File: src/me_config.svh
`ifndef ME_CONFIG_SVH
`define ME_CONFIG_SVH

// Block geometry. Blocks are square, so a row also holds ME_ROWS pixels.
`define ME_ROWS      8
`define ME_PIX_W     8

// Pixel memory depth in 64-bit words.
`define ME_MEM_WORDS 256

// APB address width and register offsets.
`define ME_APB_AW     8
`define ME_REG_CTRL   8'h00
`define ME_REG_STATUS 8'h04
`define ME_REG_SAD    8'h08
`define ME_REG_THRESH 8'h0C
`define ME_REG_COUNT  8'h10
`define ME_REG_ADDR   8'h14

`endif

File: src/me_pkg.sv
`include "me_config.svh"

package me_pkg;

    // One memory word. Pixel k sits at bits 8k+7 down to 8k.
    typedef logic [`ME_ROWS*`ME_PIX_W-1:0] pixel_row_t;

    // Full block. Row r sits at bits 64r+63 down to 64r.
    typedef logic [`ME_ROWS*`ME_ROWS*`ME_PIX_W-1:0] block_t;

    // Byte address into pixel memory.
    typedef logic [31:0] mem_addr_t;

    // 64 * 255 fits in 16 bits.
    typedef logic [15:0] sad_t;

    typedef logic [31:0] apb_data_t;

    typedef enum logic [0:0] {
        FETCH_IDLE,
        FETCH_ROWS
    } fetch_state_t;

endpackage

File: src/sad_engine.sv
`timescale 1ns/1ps
`include "me_config.svh"

module sad_engine (
    input  logic           clk,
    input  logic           rst,
    input  logic           block_valid,
    input  me_pkg::block_t cur_block,
    output me_pkg::sad_t   sad,
    output logic           sad_valid
);
    import me_pkg::*;

    localparam int COLS   = `ME_ROWS;
    localparam int PIX    = `ME_PIX_W;
    localparam int RSUM_W = $clog2(COLS * 255 + 1);

    typedef logic [RSUM_W-1:0] row_sum_t;

    block_t   prev_block;  // Block from the previous fetch.
    row_sum_t row_sum_d [`ME_ROWS];
    row_sum_t row_sum_q [`ME_ROWS];
    logic     s1_valid;
    sad_t     total;

    function automatic logic [PIX-1:0] abs_diff(input logic [PIX-1:0] a,
                                                input logic [PIX-1:0] b);
        return (a > b) ? a - b : b - a;
    endfunction

    // Stage one, per-row sums.
    always_comb begin
        for (int r = 0; r < `ME_ROWS; r++) begin
            row_sum_d[r] = '0;
            for (int c = 0; c < COLS; c++) begin
                row_sum_d[r] = row_sum_d[r]
                    + row_sum_t'(abs_diff(cur_block[(r*COLS+c)*PIX +: PIX],
                                          prev_block[(r*COLS+c)*PIX +: PIX]));
            end
        end
    end

    always_ff @(posedge clk) begin
        if (rst) begin
            prev_block <= '0;  // First block is compared against zero.
            s1_valid   <= 1'b0;
        end else begin
            s1_valid <= block_valid;
            if (block_valid) begin
                prev_block <= cur_block;
            end
        end
    end

    always_ff @(posedge clk) begin
        if (block_valid) begin
            row_sum_q <= row_sum_d;
        end
    end

    // Stage two, adder across rows.
    always_comb begin
        total = '0;
        for (int r = 0; r < `ME_ROWS; r++) begin
            total = total + sad_t'(row_sum_q[r]);
        end
    end

    always_ff @(posedge clk) begin
        if (rst) begin
            sad_valid <= 1'b0;
        end else begin
            sad_valid <= s1_valid;
        end
    end

    always_ff @(posedge clk) begin
        if (s1_valid) begin
            sad <= total;
        end
    end

endmodule

File: config.mk
export PLATFORM = sky130hd
export DESIGN_NAME = sad_engine
export DESIGN_NICKNAME = d
export VERILOG_FILES = /design/src/me_pkg.sv /design/src/sad_engine.sv
export VERILOG_INCLUDE_DIRS = /design/src
export SDC_FILE = /design/constraint.sdc
export NUM_CORES = 2
export LEC_CHECK = 0
export BUFFER_PORTS_ARGS = -buffer_cell sky130_fd_sc_hd__buf_2
export CAP_MARGIN = 20
export CELL_PAD_IN_SITES_DETAIL_PLACEMENT = 1
export CELL_PAD_IN_SITES_GLOBAL_PLACEMENT = 2
export CORE_MARGIN = 4
export CORE_UTILIZATION = 39
export DETAILED_ROUTE_END_ITERATION = 10
export PLACE_DENSITY_LB_ADDON = 0.1
export SLEW_MARGIN = 20
export SYNTH_ARGS = -nofsm -noshare
export SYNTH_HDL_FRONTEND = slang
export SYNTH_SLANG_ARGS = --single-unit
File: constraint.sdc
create_clock -name clk -period 7.75 [get_ports clk]
set_clock_uncertainty 0.2 [all_clocks]
set_input_delay 0.3875 -clock clk [delete_from_list [all_inputs] [get_ports clk]]
set_output_delay 0.3875 -clock clk [all_outputs]
set_load 0.01 [all_outputs]
==> run metrics <==
initial core utilization 39.3%; EDFF count, synth 102; clock slew at reported path FFs 0.06 ns; RSZ-0062 raised after global routing false; drt total wl 229,000 um; CP max stage cell a31oi_1; DR vias 60.1k; # port buffers 529; Area Overhead vs Synth 18.9%; area of placed instances 78,900 um^2; post-DR wirelength/cell 18.9 um; Crit path max-delay family adder cells; NumNets Final 11.7k; worst slew pin tran 1.18 ns; Max FO, Critical Path 11; Reg2Reg Depth 22; final hold vios 0; top-level port count 532; Syn Std Cell Area 73,900 um^2; post-route cell area 87,800 um^2; deepest clock path buffer count 3; number of global-route vias before repair 65.3k; Setup crit end kind flop; MaxCap Viol Count 0; hold crit path type input pin to flop; CTS H-tree lvls 3; DPL Wire Length 186,000 um; crit-path most repeated cell fa_1; startpoint types input pin; clock sink count 616; Synth Warn # 0; Core ar. 188,000 um^2; Layout fillers 22.2k; top cell type by total area after synthesis ha_1; average via count per standard cell 4.94; layout cells sized above 1 8.02%; post-CTS sizing 0; status completed; WP data required 8.02 ns; endpoints failing setup 0; register area share after synthesis 18.1%; Global Route Usage Sum 23.0%; Yosys reg bits 616; Yosys top cell area share 18.0%; Final Cycle Share 90.8%; CTS root buffer clkbuf_16; Synth Instances 8,550; antenna violations before repair 70; Area contributors post-synth ha_1 (18%), fa_1 (15%), dfxtp_1 (14%), mux2i_1 (11%), inv_1 (9.0%); total number of cells along the worst setup path 25; Die W 443 um; post-layout min period 7.03 ns; asr flop ratio synth 0%; remaining antenna violation count 0; ys flop type dfxtp_1; clock latency on the worst-skew pair 0.73 ns; Place WS 0.642 ns; Rel. slew slack 21.0%; slowest cell delay on critical path 0.79 ns; setup ws final 0.715 ns; fin. max-slew vios 0; row cnt 159; fmax 142 MHz; hold-critical path depth 3; Remaining Overflow, GRT 0; Worst Path Buf+Inv 6; CP arrival 7.31 ns; CTS tree built; DR pass1 iterations 5; Fin Setup TNS 0 ns; global-route wire length before repair 362,000 um; CTS Buf Count 89; CP Class input pin to flop; Synth cell types 62; chip height 443 um; GP Congestion 0.862; Syn Area/Cell 8.64 um^2; r2r setup slk 0.87 ns; # DRC 0; Iter 0 DRT Violations 1,815; die area 196,000 um^2; largest net degree at the start of global routing 158
==> worst paths after layout <==
check                                from                            to
max reg2reg  prev_block[476]$_SDFFE_PP0P_       row_sum_q[10]$_DFFE_PP_
min                           block_valid  prev_block[403]$_SDFFE_PP0P_
min reg2reg  prev_block[175]$_SDFFE_PP0P_  prev_block[175]$_SDFFE_PP0P_
max                        cur_block[476]       row_sum_q[10]$_DFFE_PP_
==> cell type report <==
| type | instances | area, um^2 | share of cell area (%) |
|---|---|---|---|
| multi-input cells | 5947 | 52900 | 60.3 |
| inverters | 1780 | 6680 | 7.61 |
| repair buffers | 1120 | 8640 | 9.85 |
| clock inverters | 48 | 424 | 0.483 |
| well taps | 2495 | 3120 | 3.56 |
| flip-flops and latches | 616 | 13400 | 15.2 |
| diodes | 38 | 95.1 | 0.108 |
| clock buffers | 118 | 2570 | 2.93 |
==> sequential cells by signal, summed over array words and instances, names as in the netlist <==
register    cells
sad_valid       1
row_sum_q      88
sad            14
prev_block    512
s1_valid        1
==> Yosys cell counts (102+ instances only) <==
library cell / number
xor2_1: 201
xnor2_1: 212
nand2_1: 256
dfxtp_1: 514
edfxtp_1: 102
inv_1: 1780
a21oi_1: 829
a21o_1: 187
mux2i_1: 838
o21ai_0: 273
ha_1: 1062
fa_1: 569
o21bai_1: 124
nor2_1: 753
==> cells in the final DEF (no fill, tap or decap), drive strengths merged, types with 31 or more instances in the layout <==
master          n
o21bai        125
nor2b          65
diode          38
buf           540
xor2          201
edfxtp        102
a21o          188
a31oi          43
inv          1781
clkbuf        118
clkinv         37
xnor2         212
nor3           64
o21a           42
fa            569
dlygate4sd3   580
nand2         256
mux2           32
a21oi         872
nand4          49
mux2i         838
nand3          59
o21ai         287
nand2b         31
ha           1062
nor2          754
dfxtp         514
==> routing by layer <==
layer  track usage [%]  vias to the layer above  wire length (um)
li1                  -                    29800                 -
met1              28.0                    29300             99600
met2              42.4                      680            117000
met3              2.76                      308              5890
met4              6.79                       16              7190
met5                 0                        -                92
==> what timing repair did <==
action                                 4_1_cts  5_1_grt
setup buffers                                0        0
endpoints found under the hold margin      513        0
hold buffers                               580        0
==> worst register-to-register path: stages, from the launching register on <==
cell and delay, ns:
dfxtp_1 0.33, ha_1 0.36, a21o_1 0.20, a21oi_1 0.19, o21ai_0 0.19, a31oi_1 0.79
mux2i_1 0.31, xor2_1 0.12, fa_1 0.59, inv_1 0.07, fa_1 0.47, fa_1 0.56
inv_1 0.07, fa_1 0.55, inv_1 0.08, fa_1 0.47, a21o_1 0.20, a21oi_1 0.21
nor2b_1 0.07, o21a_1 0.20, o21a_1 0.18, o21ai_0 0.15, nand2b_1 0.07
==> per-stage QoR <==
| stage | instances | utilization, % | hold slack, ns |
|---|---|---|---|
| floorplan | 8551 | - | 0.260 |
| global placement | 11400 | 42.0 | 0.273 |
| detailed placement | 11400 | 42.0 | 0.280 |
| CTS | 12100 | 46.6 | 0.0388 |
| global route | 12100 | 46.7 | 0.0811 |
| finish | 12200 | 46.7 | 0.104 |
==> cells by family (layout without fill, tap and decap cells) <==
group | after synthesis | in the layout | share of synthesized area [%]
muxes | 870 | 870 | 11.8
adders and majority gates | 1631 | 1631 | 33.4
and+or+nand+nor | 1335 | 1335 | 7.76
DFF | 616 | 616 | 18.1
buffers and inverters | 1988 | 3066 | 10.3
xor gates and xnor gates | 413 | 413 | 4.90
other | 1 | 40 | 0.00508
AOI/OAI and AO/OA | 1696 | 1696 | 13.7
Power is left out: the tool's default activity adds up to more than one toggle a clock period on the data nets, which glitch-free logic cannot reach.
