[config.mk]
export PLATFORM = sky130hd
export DESIGN_NAME = me_regs
export DESIGN_NICKNAME = d
export VERILOG_FILES = /design/src/me_pkg.sv /design/src/me_regs.sv
export VERILOG_INCLUDE_DIRS = /design/src
export SDC_FILE = /design/constraint.sdc
export NUM_CORES = 1
export LEC_CHECK = 0
export BUFFER_PORTS_ARGS = -buffer_cell sky130_fd_sc_hd__buf_2
export CAP_MARGIN = 20
export CORE_UTILIZATION = 55
export DETAILED_ROUTE_END_ITERATION = 8
export GPL_TIMING_DRIVEN = 0
export HOLD_SLACK_MARGIN = 0.02
export PLACE_DENSITY = 0.86
export SETUP_SLACK_MARGIN = 0.05
export SLEW_MARGIN = 20
export SYNTH_ARGS = -nofsm -noshare
export SYNTH_HDL_FRONTEND = slang
export SYNTH_SLANG_ARGS = --single-unit
export TNS_END_PERCENT = 1
[constraint.sdc]
create_clock -name clk -period 6.4 [get_ports clk]
set_input_delay 1.28 -clock clk [delete_from_list [all_inputs] [get_ports clk]]
set_output_delay 1.28 -clock clk [all_outputs]
set_load 0.1 [all_outputs]
[src/me_config.svh]
`ifndef ME_CONFIG_SVH
`define ME_CONFIG_SVH

// Block geometry. Blocks are square, so a row also holds ME_ROWS pixels.
`define ME_ROWS      8
`define ME_PIX_W     8

// Pixel memory depth in 64-bit words.
`define ME_MEM_WORDS 256

// APB address width and register offsets.
`define ME_APB_AW     8
`define ME_REG_CTRL   8'h00
`define ME_REG_STATUS 8'h04
`define ME_REG_SAD    8'h08
`define ME_REG_THRESH 8'h0C
`define ME_REG_COUNT  8'h10
`define ME_REG_ADDR   8'h14

`endif

[src/me_pkg.sv]
`include "me_config.svh"

package me_pkg;

    // One memory word. Pixel k sits at bits 8k+7 down to 8k.
    typedef logic [`ME_ROWS*`ME_PIX_W-1:0] pixel_row_t;

    // Full block. Row r sits at bits 64r+63 down to 64r.
    typedef logic [`ME_ROWS*`ME_ROWS*`ME_PIX_W-1:0] block_t;

    // Byte address into pixel memory.
    typedef logic [31:0] mem_addr_t;

    // 64 * 255 fits in 16 bits.
    typedef logic [15:0] sad_t;

    typedef logic [31:0] apb_data_t;

    typedef enum logic [0:0] {
        FETCH_IDLE,
        FETCH_ROWS
    } fetch_state_t;

endpackage

[src/me_regs.sv]
`timescale 1ns/1ps
`include "me_config.svh"

module me_regs (
    input  logic                  clk,
    input  logic                  rst,
    input  logic [`ME_APB_AW-1:0] paddr,
    input  logic                  psel,
    input  logic                  penable,
    input  logic                  pwrite,
    input  me_pkg::apb_data_t     pwdata,
    input  logic                  busy,
    input  me_pkg::mem_addr_t     cur_mem_addr,
    input  me_pkg::sad_t          sad,
    input  logic                  sad_valid,
    output me_pkg::apb_data_t     prdata,
    output logic                  pready,
    output logic                  pslverr,
    output logic                  en,
    output logic                  next_block
);
    import me_pkg::*;

    logic      ctrl_en;
    logic      done;
    logic      over_thresh;
    sad_t      sad_q;
    sad_t      thresh_q;
    apb_data_t count_q;
    logic      start_q;
    logic      wr_en;
    logic      reg_hit;
    logic      start_ok;

    assign wr_en = psel & penable & pwrite;

    // Start needs enable kept set and an idle buffer.
    assign start_ok = wr_en && (paddr == `ME_REG_CTRL) && pwdata[1] && pwdata[0]
                      && ctrl_en && !busy && !start_q;

    assign pready     = 1'b1;  // No wait states.
    assign pslverr    = psel & penable & ~reg_hit;
    assign en         = ctrl_en;
    assign next_block = start_q;

    // Read mux and address decode.
    always_comb begin
        reg_hit = 1'b1;
        case (paddr)
            `ME_REG_CTRL:   prdata = apb_data_t'(ctrl_en);
            `ME_REG_STATUS: prdata = apb_data_t'({over_thresh, done, busy});
            `ME_REG_SAD:    prdata = apb_data_t'(sad_q);
            `ME_REG_THRESH: prdata = apb_data_t'(thresh_q);
            `ME_REG_COUNT:  prdata = count_q;
            `ME_REG_ADDR:   prdata = cur_mem_addr;
            default: begin
                prdata  = '0;
                reg_hit = 1'b0;
            end
        endcase
    end

    always_ff @(posedge clk) begin
        if (rst) begin
            ctrl_en     <= 1'b0;
            done        <= 1'b0;
            over_thresh <= 1'b0;
            sad_q       <= '0;
            thresh_q    <= '0;
            count_q     <= '0;
            start_q     <= 1'b0;
        end else begin
            start_q <= start_ok;
            if (wr_en) begin
                case (paddr)
                    `ME_REG_CTRL:   ctrl_en <= pwdata[0];
                    `ME_REG_THRESH: thresh_q <= pwdata[$bits(sad_t)-1:0];
                    default: ;
                endcase
            end
            if (start_ok) begin
                done <= 1'b0;
            end
            if (sad_valid) begin
                sad_q       <= sad;
                count_q     <= count_q + 32'd1;
                done        <= 1'b1;
                over_thresh <= (sad > thresh_q);
            end
        end
    end

endmodule

==> reports/results.tsv <==
metric	value	unit
overall power	867	uW
DRT iter0 DRCs	192	
worst skew pair latency	0.35	ns
first-pass GRT wire length	16900	um
power share of the clock group	0.375	
Area Growth Syn to Fin	21.1	%
iteration count of the initial detailed-routing pass	5	
Die Footprint	7630	um2
f_max	0.191	GHz
area of the core	6910	um2
Netlist cell types	53	
Post-synth EDFFs	0	
# nets final	694	
switch share	0.257	
RSZ-0062 raised after global routing	false	
Buf+Inv Stages, Crit Path	3	
Syn Nets	573	
TritonCTS Buffers	9	
Die Y	87.3	um
crit-path leading delay family	simple AND/OR/NAND/NOR gates	
CP arrival	3.96	ns
number of diodes	0	
Seq/Total Area, Yosys	0.340	
final wirelength	11000	um
RePlAce Congestion	0.896	
Lkg Pwr	2.18	nW
share of layout cells above drive strength 1	0.246	
Synth Cell Area	4010	um2
max cap viols	0	
PwrDens	179	nW/um2
Slew HR	0.252	
internal power	644	uW
synth top area cells	dfxtp_1 (34%), mux2i_1 (16%), nor2_1 (7.7%)	
CTS hold repair buffers	0	
buffer count from post-CTS setup fixing	0	
Starting Density	0.580	
grt ovf	0	
status	finished, final reports clean	
DRC viols	0	
Hold Crit Class	reg -> reg	
Async S/R FF share, synth	0	
worst hold slack	0.504	ns
vias in the first global route	3701	
Routed WL per cell	16.1	um
Setup TNS Final	0	ns
sw power	223	uW
H-Tree Depth	3	
crit path max fanout	10	
vias post-DR	3974	
FP Rows	30	
Final period util	0.819	
io pins	131	
required time of the worst setup path	5.12	ns
Post-DP HPWL	8300	um
largest area contributor in the synthesized netlist	dfxtp_1	
Final Setup Violations	0	
critical path class	in -> out	
sequential fraction of design power	0.505	
Max Clock Skew	0.00902	ns
Syn. warnings	0	
Most common cell on crit path	buf_2	
final worst path period need	5.24	ns
IR drop worst, VDD	103	uV
Place WS	1.22	ns
Logic pwr share	0.120	
initial antenna violation count	0	
worst slew pin tran	1.11	ns
worst path cell trace	buf_2 > or4_4 > nor3_1 > buf_2 > nand2_1 > o221ai_1 > buf_2	
synthesized flop and latch total	68	
Post-synth top cells	nor2_1 (82), dfxtp_1 (68), mux2i_1 (65)	
Crit-path slowest cell	nor3_1	
Total GRT Usage	0.292	
Final Max Slew Viols	0	
Syn Area/Cell	8.69	um2
CTS resizes	0	
final hold viol count	0	
Worst path max stage delay	0.92	ns
post-route ant nets	0	
maximum clock path buffer count	2	
Startpoint Class	input port	
Fillers	589	
R2R Setup Slk	4.14	ns
cells after synthesis	461	
TritonCTS clock tree	yes	
Clk pin slew, worst setup/hold paths	0.07	ns
Final WS setup	1.16	ns
largest net degree at the start of global routing	11	
Synth Flop Type	dfxtp_1	
IO buf count	110	
Vias per Instance	5.84	
most common cell in the netlist	nor2_1	
CTS root buffer	clkbuf_8	
Die Wd	87.3	um
Synth top area share	0.340	
Worst Setup End Kind	output pin	
TritonCTS Sinks	68	
-- per-stage QoR --
stage | cells | util | area [um2]
after detailed placement | 667 | 0.677 | 4680
after global placement | 667 | 0.677 | 4680
final | 681 | 0.702 | 4850
after CTS | 681 | 0.702 | 4850
after global routing | 681 | 0.702 | 4850
after floorplan | 461 | - | 4010
-- placed cells by master (no fill, tap or decap), types with 3 or more instances in the layout --
cell / n
o31ai_1: 13
inv_1: 22
and4_1: 7
nor2b_1: 5
or3_1: 3
buf_1: 5
or4_1: 13
nand3_1: 8
xnor2_1: 6
nand4_1: 14
clkbuf_8: 12
clkbuf_1: 14
a21oi_1: 22
buf_2: 116
xor2_1: 7
a221o_1: 13
dfxtp_1: 68
nor3_1: 5
nand2_1: 19
mux2i_1: 65
ha_1: 17
nor2_1: 82
o21ai_0: 3
or2_2: 3
nor4_1: 3
-- per-layer routing --
layer,wire [um],up-vias,track usage
li1,-,1909,-
met1,4570,1866,0.339
met2,5380,169,0.505
met3,696,30,0.0616
met4,314,0,0.148
met5,0,-,0
-- cell type report --
type                    count  area [um2]  share of cell area
multi-input cells         341        2400               0.495
flip-flops and latches     68        1360               0.281
repair buffers            110         551               0.113
clock buffers              12         165              0.0340
plain buffers              30         159              0.0328
well taps                  96         120              0.0248
inverters                  22        82.6              0.0170
clock inverters             2        10.0             0.00206
-- worst min-delay path: stages, from the launching register on --
cell and delay (ns):
dfxtp_1 0.31, nor2_1 0.09, a211oi_1 0.05
-- sequential cells by signal, indices dropped and copies added, names as in the netlist --
| signal | flops |
|---|---|
| sad_q | 16 |
| over_thresh | 1 |
| count_q | 32 |
| next_block | 1 |
| thresh_q | 16 |
| done | 1 |
| en | 1 |
-- path summary, 6_finish.rpt --
path | from | to | cells past startpoint
worst max register to register | count_q[0]$_SDFFE_PP0P_ | count_q[28]$_SDFFE_PP0P_ | 6
worst min register to register | done$_SDFFE_PP0P_ | done$_SDFFE_PP0P_ | 2
worst max-delay path | paddr[7] | prdata[2] | 7
worst min-delay path | done$_SDFFE_PP0P_ | done$_SDFFE_PP0P_ | 2
-- cell families (layout without fill, tap and decap cells) --
| logic type | count (synthesis) | after routing | synth area share |
|---|---|---|---|
| compound gates | 68 | 68 | 0.123 |
| xor+xnor | 13 | 13 | 0.0284 |
| fa+ha+maj | 17 | 17 | 0.0531 |
| buf+inv | 52 | 176 | 0.0603 |
| flops | 68 | 68 | 0.340 |
| mux | 67 | 67 | 0.171 |
| other cells | 1 | 1 | 0.000936 |
| simple gates | 175 | 175 | 0.223 |
-- power by group through the flow --
| stage | combinational, mW | clock, mW | sequential, mW |
|---|---|---|---|
| CTS | 0.103 | 0.324 | 0.437 |
| detailed placement | 0.102 | 0 | 0.447 |
| global route | 0.113 | 0.345 | 0.438 |
| global placement | 0.0990 | 0 | 0.446 |
| floorplan | 0.0612 | 0 | 0.445 |
| finish | 0.104 | 0.325 | 0.437 |
Note: power is estimated with default switching activity, not from simulation.
