`config.mk`:
```
export PLATFORM = sky130hd
export DESIGN_NAME = cur_buffer
export DESIGN_NICKNAME = d
export VERILOG_FILES = /design/src/me_pkg.sv /design/src/cur_buffer.sv
export VERILOG_INCLUDE_DIRS = /design/src
export SDC_FILE = /design/constraint.sdc
export NUM_CORES = 1
export LEC_CHECK = 0
export ABC_AREA = 1
export BUFFER_PORTS_ARGS = -buffer_cell sky130_fd_sc_hd__buf_2
export CAP_MARGIN = 20
export CORE_MARGIN = 5
export CORE_UTILIZATION = 27
export DETAILED_ROUTE_END_ITERATION = 10
export HOLD_SLACK_MARGIN = 0.05
export PLACE_DENSITY = 0.59
export SYNTH_ARGS = -nofsm -noshare
export SYNTH_HDL_FRONTEND = slang
export SYNTH_SLANG_ARGS = --single-unit
```
`constraint.sdc`:
```
create_clock -name clk -period 5.5 [get_ports clk]
set_clock_uncertainty 0.2 [all_clocks]
set_input_delay 0.55 -clock clk [delete_from_list [all_inputs] [get_ports clk]]
set_output_delay 0.55 -clock clk [all_outputs]
set_load 0.02 [all_outputs]
```
`src/me_config.svh`:
```
`ifndef ME_CONFIG_SVH
`define ME_CONFIG_SVH

// Block geometry. Blocks are square, so a row also holds ME_ROWS pixels.
`define ME_ROWS      8
`define ME_PIX_W     8

// Pixel memory depth in 64-bit words.
`define ME_MEM_WORDS 256

// APB address width and register offsets.
`define ME_APB_AW     8
`define ME_REG_CTRL   8'h00
`define ME_REG_STATUS 8'h04
`define ME_REG_SAD    8'h08
`define ME_REG_THRESH 8'h0C
`define ME_REG_COUNT  8'h10
`define ME_REG_ADDR   8'h14

`endif

```
`src/me_pkg.sv`:
```
`include "me_config.svh"

package me_pkg;

    // One memory word. Pixel k sits at bits 8k+7 down to 8k.
    typedef logic [`ME_ROWS*`ME_PIX_W-1:0] pixel_row_t;

    // Full block. Row r sits at bits 64r+63 down to 64r.
    typedef logic [`ME_ROWS*`ME_ROWS*`ME_PIX_W-1:0] block_t;

    // Byte address into pixel memory.
    typedef logic [31:0] mem_addr_t;

    // 64 * 255 fits in 16 bits.
    typedef logic [15:0] sad_t;

    typedef logic [31:0] apb_data_t;

    typedef enum logic [0:0] {
        FETCH_IDLE,
        FETCH_ROWS
    } fetch_state_t;

endpackage

```
`src/cur_buffer.sv`:
```
`timescale 1ns/1ps
`include "me_config.svh"

module cur_buffer (
    input  logic               clk,
    input  logic               rst,
    input  logic               en,
    input  logic               next_block,  // Start of a block fetch.
    input  me_pkg::pixel_row_t cur_in,
    output me_pkg::block_t     cur_out,
    output me_pkg::mem_addr_t  cur_mem_addr,
    output logic               block_valid,
    output logic               busy
);
    import me_pkg::*;

    localparam int ROW_W = `ME_ROWS * `ME_PIX_W;

    fetch_state_t state;
    logic [2:0]   row_cnt;
    pixel_row_t   rows [`ME_ROWS];

    assign busy = (state == FETCH_ROWS);

    always_comb begin
        for (int r = 0; r < `ME_ROWS; r++) begin
            cur_out[r*ROW_W +: ROW_W] = rows[r];
        end
    end

    // Fetch control. The address steps one word per latched row.
    always_ff @(posedge clk) begin
        if (rst) begin
            state        <= FETCH_IDLE;
            row_cnt      <= '0;
            cur_mem_addr <= '0;
            block_valid  <= 1'b0;
        end else begin
            block_valid <= 1'b0;
            if (en) begin
                case (state)
                    FETCH_IDLE: begin
                        if (next_block) begin
                            state   <= FETCH_ROWS;
                            row_cnt <= '0;
                        end
                    end
                    FETCH_ROWS: begin
                        cur_mem_addr <= cur_mem_addr + 32'd8;
                        row_cnt      <= row_cnt + 3'd1;
                        if (row_cnt == 3'(`ME_ROWS - 1)) begin
                            state       <= FETCH_IDLE;
                            block_valid <= 1'b1;  // Whole block is in place next cycle.
                        end
                    end
                    default: state <= FETCH_IDLE;
                endcase
            end
        end
    end

    // Row storage.
    always_ff @(posedge clk) begin
        if (en && state == FETCH_ROWS) begin
            rows[row_cnt] <= cur_in;
        end
    end

endmodule

```
==> results by stage <==
Status:
- The flow ran to the end, and the final reports show no timing, DRC or antenna violations.

Clock tree:
- TritonCTS built the clock tree.
- The number of clock sinks is 546.
- The clock passes through at most 3 buffers.
- The latest clock arrival within the worst-skew pair is 0.58 ns.
- The clock root buffer is sky130_fd_sc_hd__clkbuf_16.
- The clock-pin slew on the worst setup and hold paths is 0.06 ns.
- The total CTS buffers is 54.
- Once the clock tree was built, the setup fixing pass inserted 0 buffers.
- The clock tree synthesis step divided the H-tree into 2 levels.

Place:
- The final weighted congestion in routability-driven placement is 0.819.
- Before CTS, the worst setup slack after placement is 2.30 ns.
- The number of buffer cells added on primary ports is 610.
- The cell area reported after detailed placement is 21500 um2.
- The wire-length estimate of the detail-placed layout is 35.5 mm.

Drt:
- The first detailed-routing pass ran for 5 iterations.
- The detailed router finished its first iteration with 837 violations.
- The wire length per cell is 20.9 um.
- The routed design uses 24.9 mm of met2 wire.
- The count of unresolved DRC violations after routing is 0.
- After detailed routing, the wire length on met1 is 18.9 mm.
- The detailed router used layers up to and including met4.
- The total via count after detailed routing is 10056.
- The final wirelength is 50.0 mm.
- The remaining antenna violation count is 0.
- Using the TritonRoute via totals, the vias-per-cell ratio works out to 4.20.
- The length of routed met3 wiring is 4.80 mm.

Worst setup path:
- The endpoint of the worst register-to-register path is rows[7][4].
- Walking the worst path, the cells encountered are nand2_4, clkinv_1, nand2_1, nor2_4, buf_12.
- The maximum fanout count along the critical path is 35.
- The library cell contributing the largest single delay on the critical path is sky130_fd_sc_hd__nor2_4.
- STA puts the critical path data arrival time at 2.81 ns.
- STA classifies the critical path startpoint as a flip-flop.
- STA puts the critical path data required time at 5.56 ns.
- The kind of critical path is reg -> reg.
- The worst setup path is captured at a flip-flop.
- In this design, the stage delay of the slowest critical-path cell is 0.88 ns.
- The critical path buffer and inverter count is 2.
- The depth of the most critical reg-to-reg path is 5.
- Broken down by cell family, the worst path's largest delay share belongs to simple AND/OR/NAND/NOR gates.
- The launch point of the worst reg-to-reg path is busy.
- The setup check on the worst reg-to-reg path leaves a slack of 2.74 ns.

Floorplanning:
- Pin placement for this block handled 614 I/O pins.
- The width of the die is 262 um.
- The floorplan step defined a die boundary enclosing 68900 um2.
- The total area inside the core boundary comes to 63100 um2.
- After floorplanning, the core was divided into 92 placement rows.
- The die is 262 um tall.
- The initial standard-cell utilization of the core is 0.273.

Global route:
- The initial antenna violation count is 3.
- The wire length of the first global-routing pass is 71.6 mm.
- The via count of the first global-routing pass was 10184.
- Summed over all layers, the global routing overflow is 0.
- Across every metal layer, demand over resource in global routing totals 0.137.
- Entering global routing, the biggest net connects 40 pins.

STA:
- The time the final worst path needs with I/O delays and setup is 2.76 ns.
- The worst-case headroom to the max-slew limit is 0.265.
- The number of endpoints with negative hold slack in the final report is 0.
- Summed over all failing endpoints, the final setup total negative slack is 0 ns.
- The worst-margin pin slew is 1.10 ns.
- Of the available clock period, the critical path in the final layout requires 0.501.
- The final number of max-transition violations is 0.
- Setup repair after global routing left no endpoint under its margin.
- The highest clock frequency the design can meet is 363 MHz.
- Setup violations remaining at the end of the flow were counted as 0.
- The minimum setup slack in the final design is 2.74 ns.
- The worst-case hold slack is 0.0961 ns.

Power:
- The largest voltage drop on the vdd net is 0.320 mV.
- The post-route total power is 0.00838 W.
- In this run the power density over the cells is 352 nW/um2.
- Summed over all cells, the static leakage comes to 8.86 nW.

Synthesis:
- Yosys attributes the largest share of cell area to sky130_fd_sc_hd__edfxtp_1 (89%), sky130_fd_sc_hd__dfxtp_1 (4.0%), sky130_fd_sc_hd__nand2_1 (1.4%), sky130_fd_sc_hd__nor2_1 (1.3%), sky130_fd_sc_hd__inv_1 (0.65%).
- Of the post-synthesis cell area, the dominant cell type holds 0.894.
- The number of distinct library cells after synthesis is 26.
- After synthesis the cells add up to 17200 um2.
- A synthesized cell averages 21.8 um2.
- Yosys printed 0 warnings.
- Of all cell types, the one taking the most synthesized area is sky130_fd_sc_hd__edfxtp_1.
- Counting flops and latches in the post-synthesis netlist gives 546.
- The gate count after technology mapping is 789.
- Of the synthesized area, sequential elements account for 0.933.

Finish:
- The proportion of layout cells with a drive suffix above 1 is 0.466.
- The filler cells instantiated in the layout total 5887.
- The number of nets in the finished design is 1579.
- Compared with the post-synthesis result, the final layout area differs by 38.2%.
- With fillers left out, the area of the finished cells amounts to 23800 um2.

Worst hold path:
- In this run the most critical hold path is launched from cur_in[40].
- The type of the worst min-delay path is in -> reg.
- The worst hold path stage count is 1.
- The endpoint with the worst hold slack is rows[6][40].

Flow run:
- The count of max-cap constraint violations is 0.
==> final cells by class <==
class / count / area [um2] / area share
Multi-Input combinational cell: 208 / 1050 / 0.0444
Antenna cell: 1 / 2.50 / 0.000105
Sequential cell: 546 / 16100 / 0.675
Tap cell: 846 / 1060 / 0.0445
Timing Repair Buffer: 667 / 3730 / 0.157
Inverter: 31 / 116 / 0.00490
Clock inverter: 30 / 349 / 0.0147
Clock buffer: 68 / 1400 / 0.0591
==> where the power goes <==
part           internal [W]  leakage, nW  switching, W
combinational     0.0000563         3.13      0.000129
sequential          0.00456         4.88    0.00000652
clock               0.00214        0.841       0.00149
==> metrics by stage <==
| step | cells | utilization |
|---|---|---|
| final | 2397 | 0.377 |
| after CTS | 2394 | 0.376 |
| after floorplan | 791 | - |
| after global routing | 2396 | 0.377 |
| after detailed placement | 2252 | 0.341 |
| after global placement | 2250 | 0.341 |
==> how the worst max path moves through the flow <==
| stage | endpoint | start | slack [ns] | cells after the start |
|---|---|---|---|---|
| after detailed placement | rows[3][33] | en | 2.30 | 6 |
| final | rows[7][4] | busy | 2.74 | 5 |
| after CTS | rows[3][23] | busy | 2.56 | 5 |
| after floorplan | rows[0][0] | en | 1.17 | 3 |
| after global routing | rows[7][52] | busy | 2.59 | 5 |
| after global placement | rows[4][12] | en | 2.44 | 5 |
==> flip-flops by register name, summed over array words and instances, names as in the netlist <==
signal and cells:
cur_mem_addr 29, busy 1, block_valid 1, rows 512, row_cnt 3
==> metal layers <==
layer	vias up	global-route usage
li1	4431	-
met1	4959	0.161
met2	580	0.235
met3	86	0.0516
met4	0	0.0418
met5	-	0
==> placed cells by master (no fill, tap or decap) <==
| cell | n |
|---|---|
| sky130_fd_sc_hd__clkbuf_1 | 14 |
| sky130_fd_sc_hd__ha_1 | 3 |
| sky130_fd_sc_hd__clkinv_8 | 1 |
| sky130_fd_sc_hd__nand3_2 | 2 |
| sky130_fd_sc_hd__edfxtp_1 | 512 |
| sky130_fd_sc_hd__o21a_1 | 3 |
| sky130_fd_sc_hd__nand2_2 | 2 |
| sky130_fd_sc_hd__nor3b_1 | 1 |
| sky130_fd_sc_hd__buf_4 | 2 |
| sky130_fd_sc_hd__nand3_4 | 1 |
| sky130_fd_sc_hd__conb_1 | 3 |
| sky130_fd_sc_hd__nand3_1 | 20 |
| sky130_fd_sc_hd__nor2_4 | 13 |
| sky130_fd_sc_hd__nor2_1 | 52 |
| sky130_fd_sc_hd__nand2_1 | 65 |
| sky130_fd_sc_hd__bufinv_16 | 7 |
| sky130_fd_sc_hd__dfxtp_1 | 34 |
| sky130_fd_sc_hd__inv_6 | 2 |
| sky130_fd_sc_hd__nand2_4 | 1 |
| sky130_fd_sc_hd__diode_2 | 1 |
| sky130_fd_sc_hd__or2_2 | 1 |
| sky130_fd_sc_hd__nand4_1 | 4 |
| sky130_fd_sc_hd__nor2_2 | 5 |
| sky130_fd_sc_hd__o21ai_0 | 8 |
| sky130_fd_sc_hd__a21oi_1 | 20 |
| sky130_fd_sc_hd__clkinv_1 | 10 |
| sky130_fd_sc_hd__inv_1 | 30 |
| sky130_fd_sc_hd__xor2_1 | 1 |
| sky130_fd_sc_hd__buf_2 | 610 |
| sky130_fd_sc_hd__buf_12 | 11 |
| sky130_fd_sc_hd__dlygate4sd3_1 | 44 |
| sky130_fd_sc_hd__clkbuf_16 | 54 |
| sky130_fd_sc_hd__nor3_1 | 2 |
| sky130_fd_sc_hd__nand3b_1 | 1 |
| sky130_fd_sc_hd__clkinvlp_4 | 4 |
| sky130_fd_sc_hd__inv_8 | 1 |
| sky130_fd_sc_hd__clkinv_2 | 6 |
==> Yosys cell counts, drive strengths merged <==
cell type,number
nand3b,1
o21ai,8
nand4,4
conb,1
nand2,68
inv,30
dfxtp,34
buf,5
clkbuf,1
nor3,2
nor3b,1
nor2,70
nand3,23
edfxtp,512
a21oi,20
o21a,3
xor2,1
ha,3
clkinv,1
or2,1
==> repair_timing <==
action,4_1_cts,5_1_grt
endpoints found under the hold margin,331,0
resized for setup,0,0
hold buffers,44,0
==> kinds of logic after synthesis <==
logic type / count (synthesis) / synth area share
AOI/OAI and AO/OA: 31 / 0.00946
xor gates and xnor gates: 1 / 0.000509
adders and majority gates: 3 / 0.00218
buffers and inverters: 37 / 0.00917
DFF: 546 / 0.933
other: 1 / 0.000218
and+or+nand+nor: 170 / 0.0450
==> worst register-to-register path: cells and delay by family, from the launching register on <==
kind	cells	cell delay (ns)
flip-flops	1	0.41
AND/OR/NAND/NOR	3	1.27
buffers and inverters	2	0.48
Power figures use the tool's default switching activity.
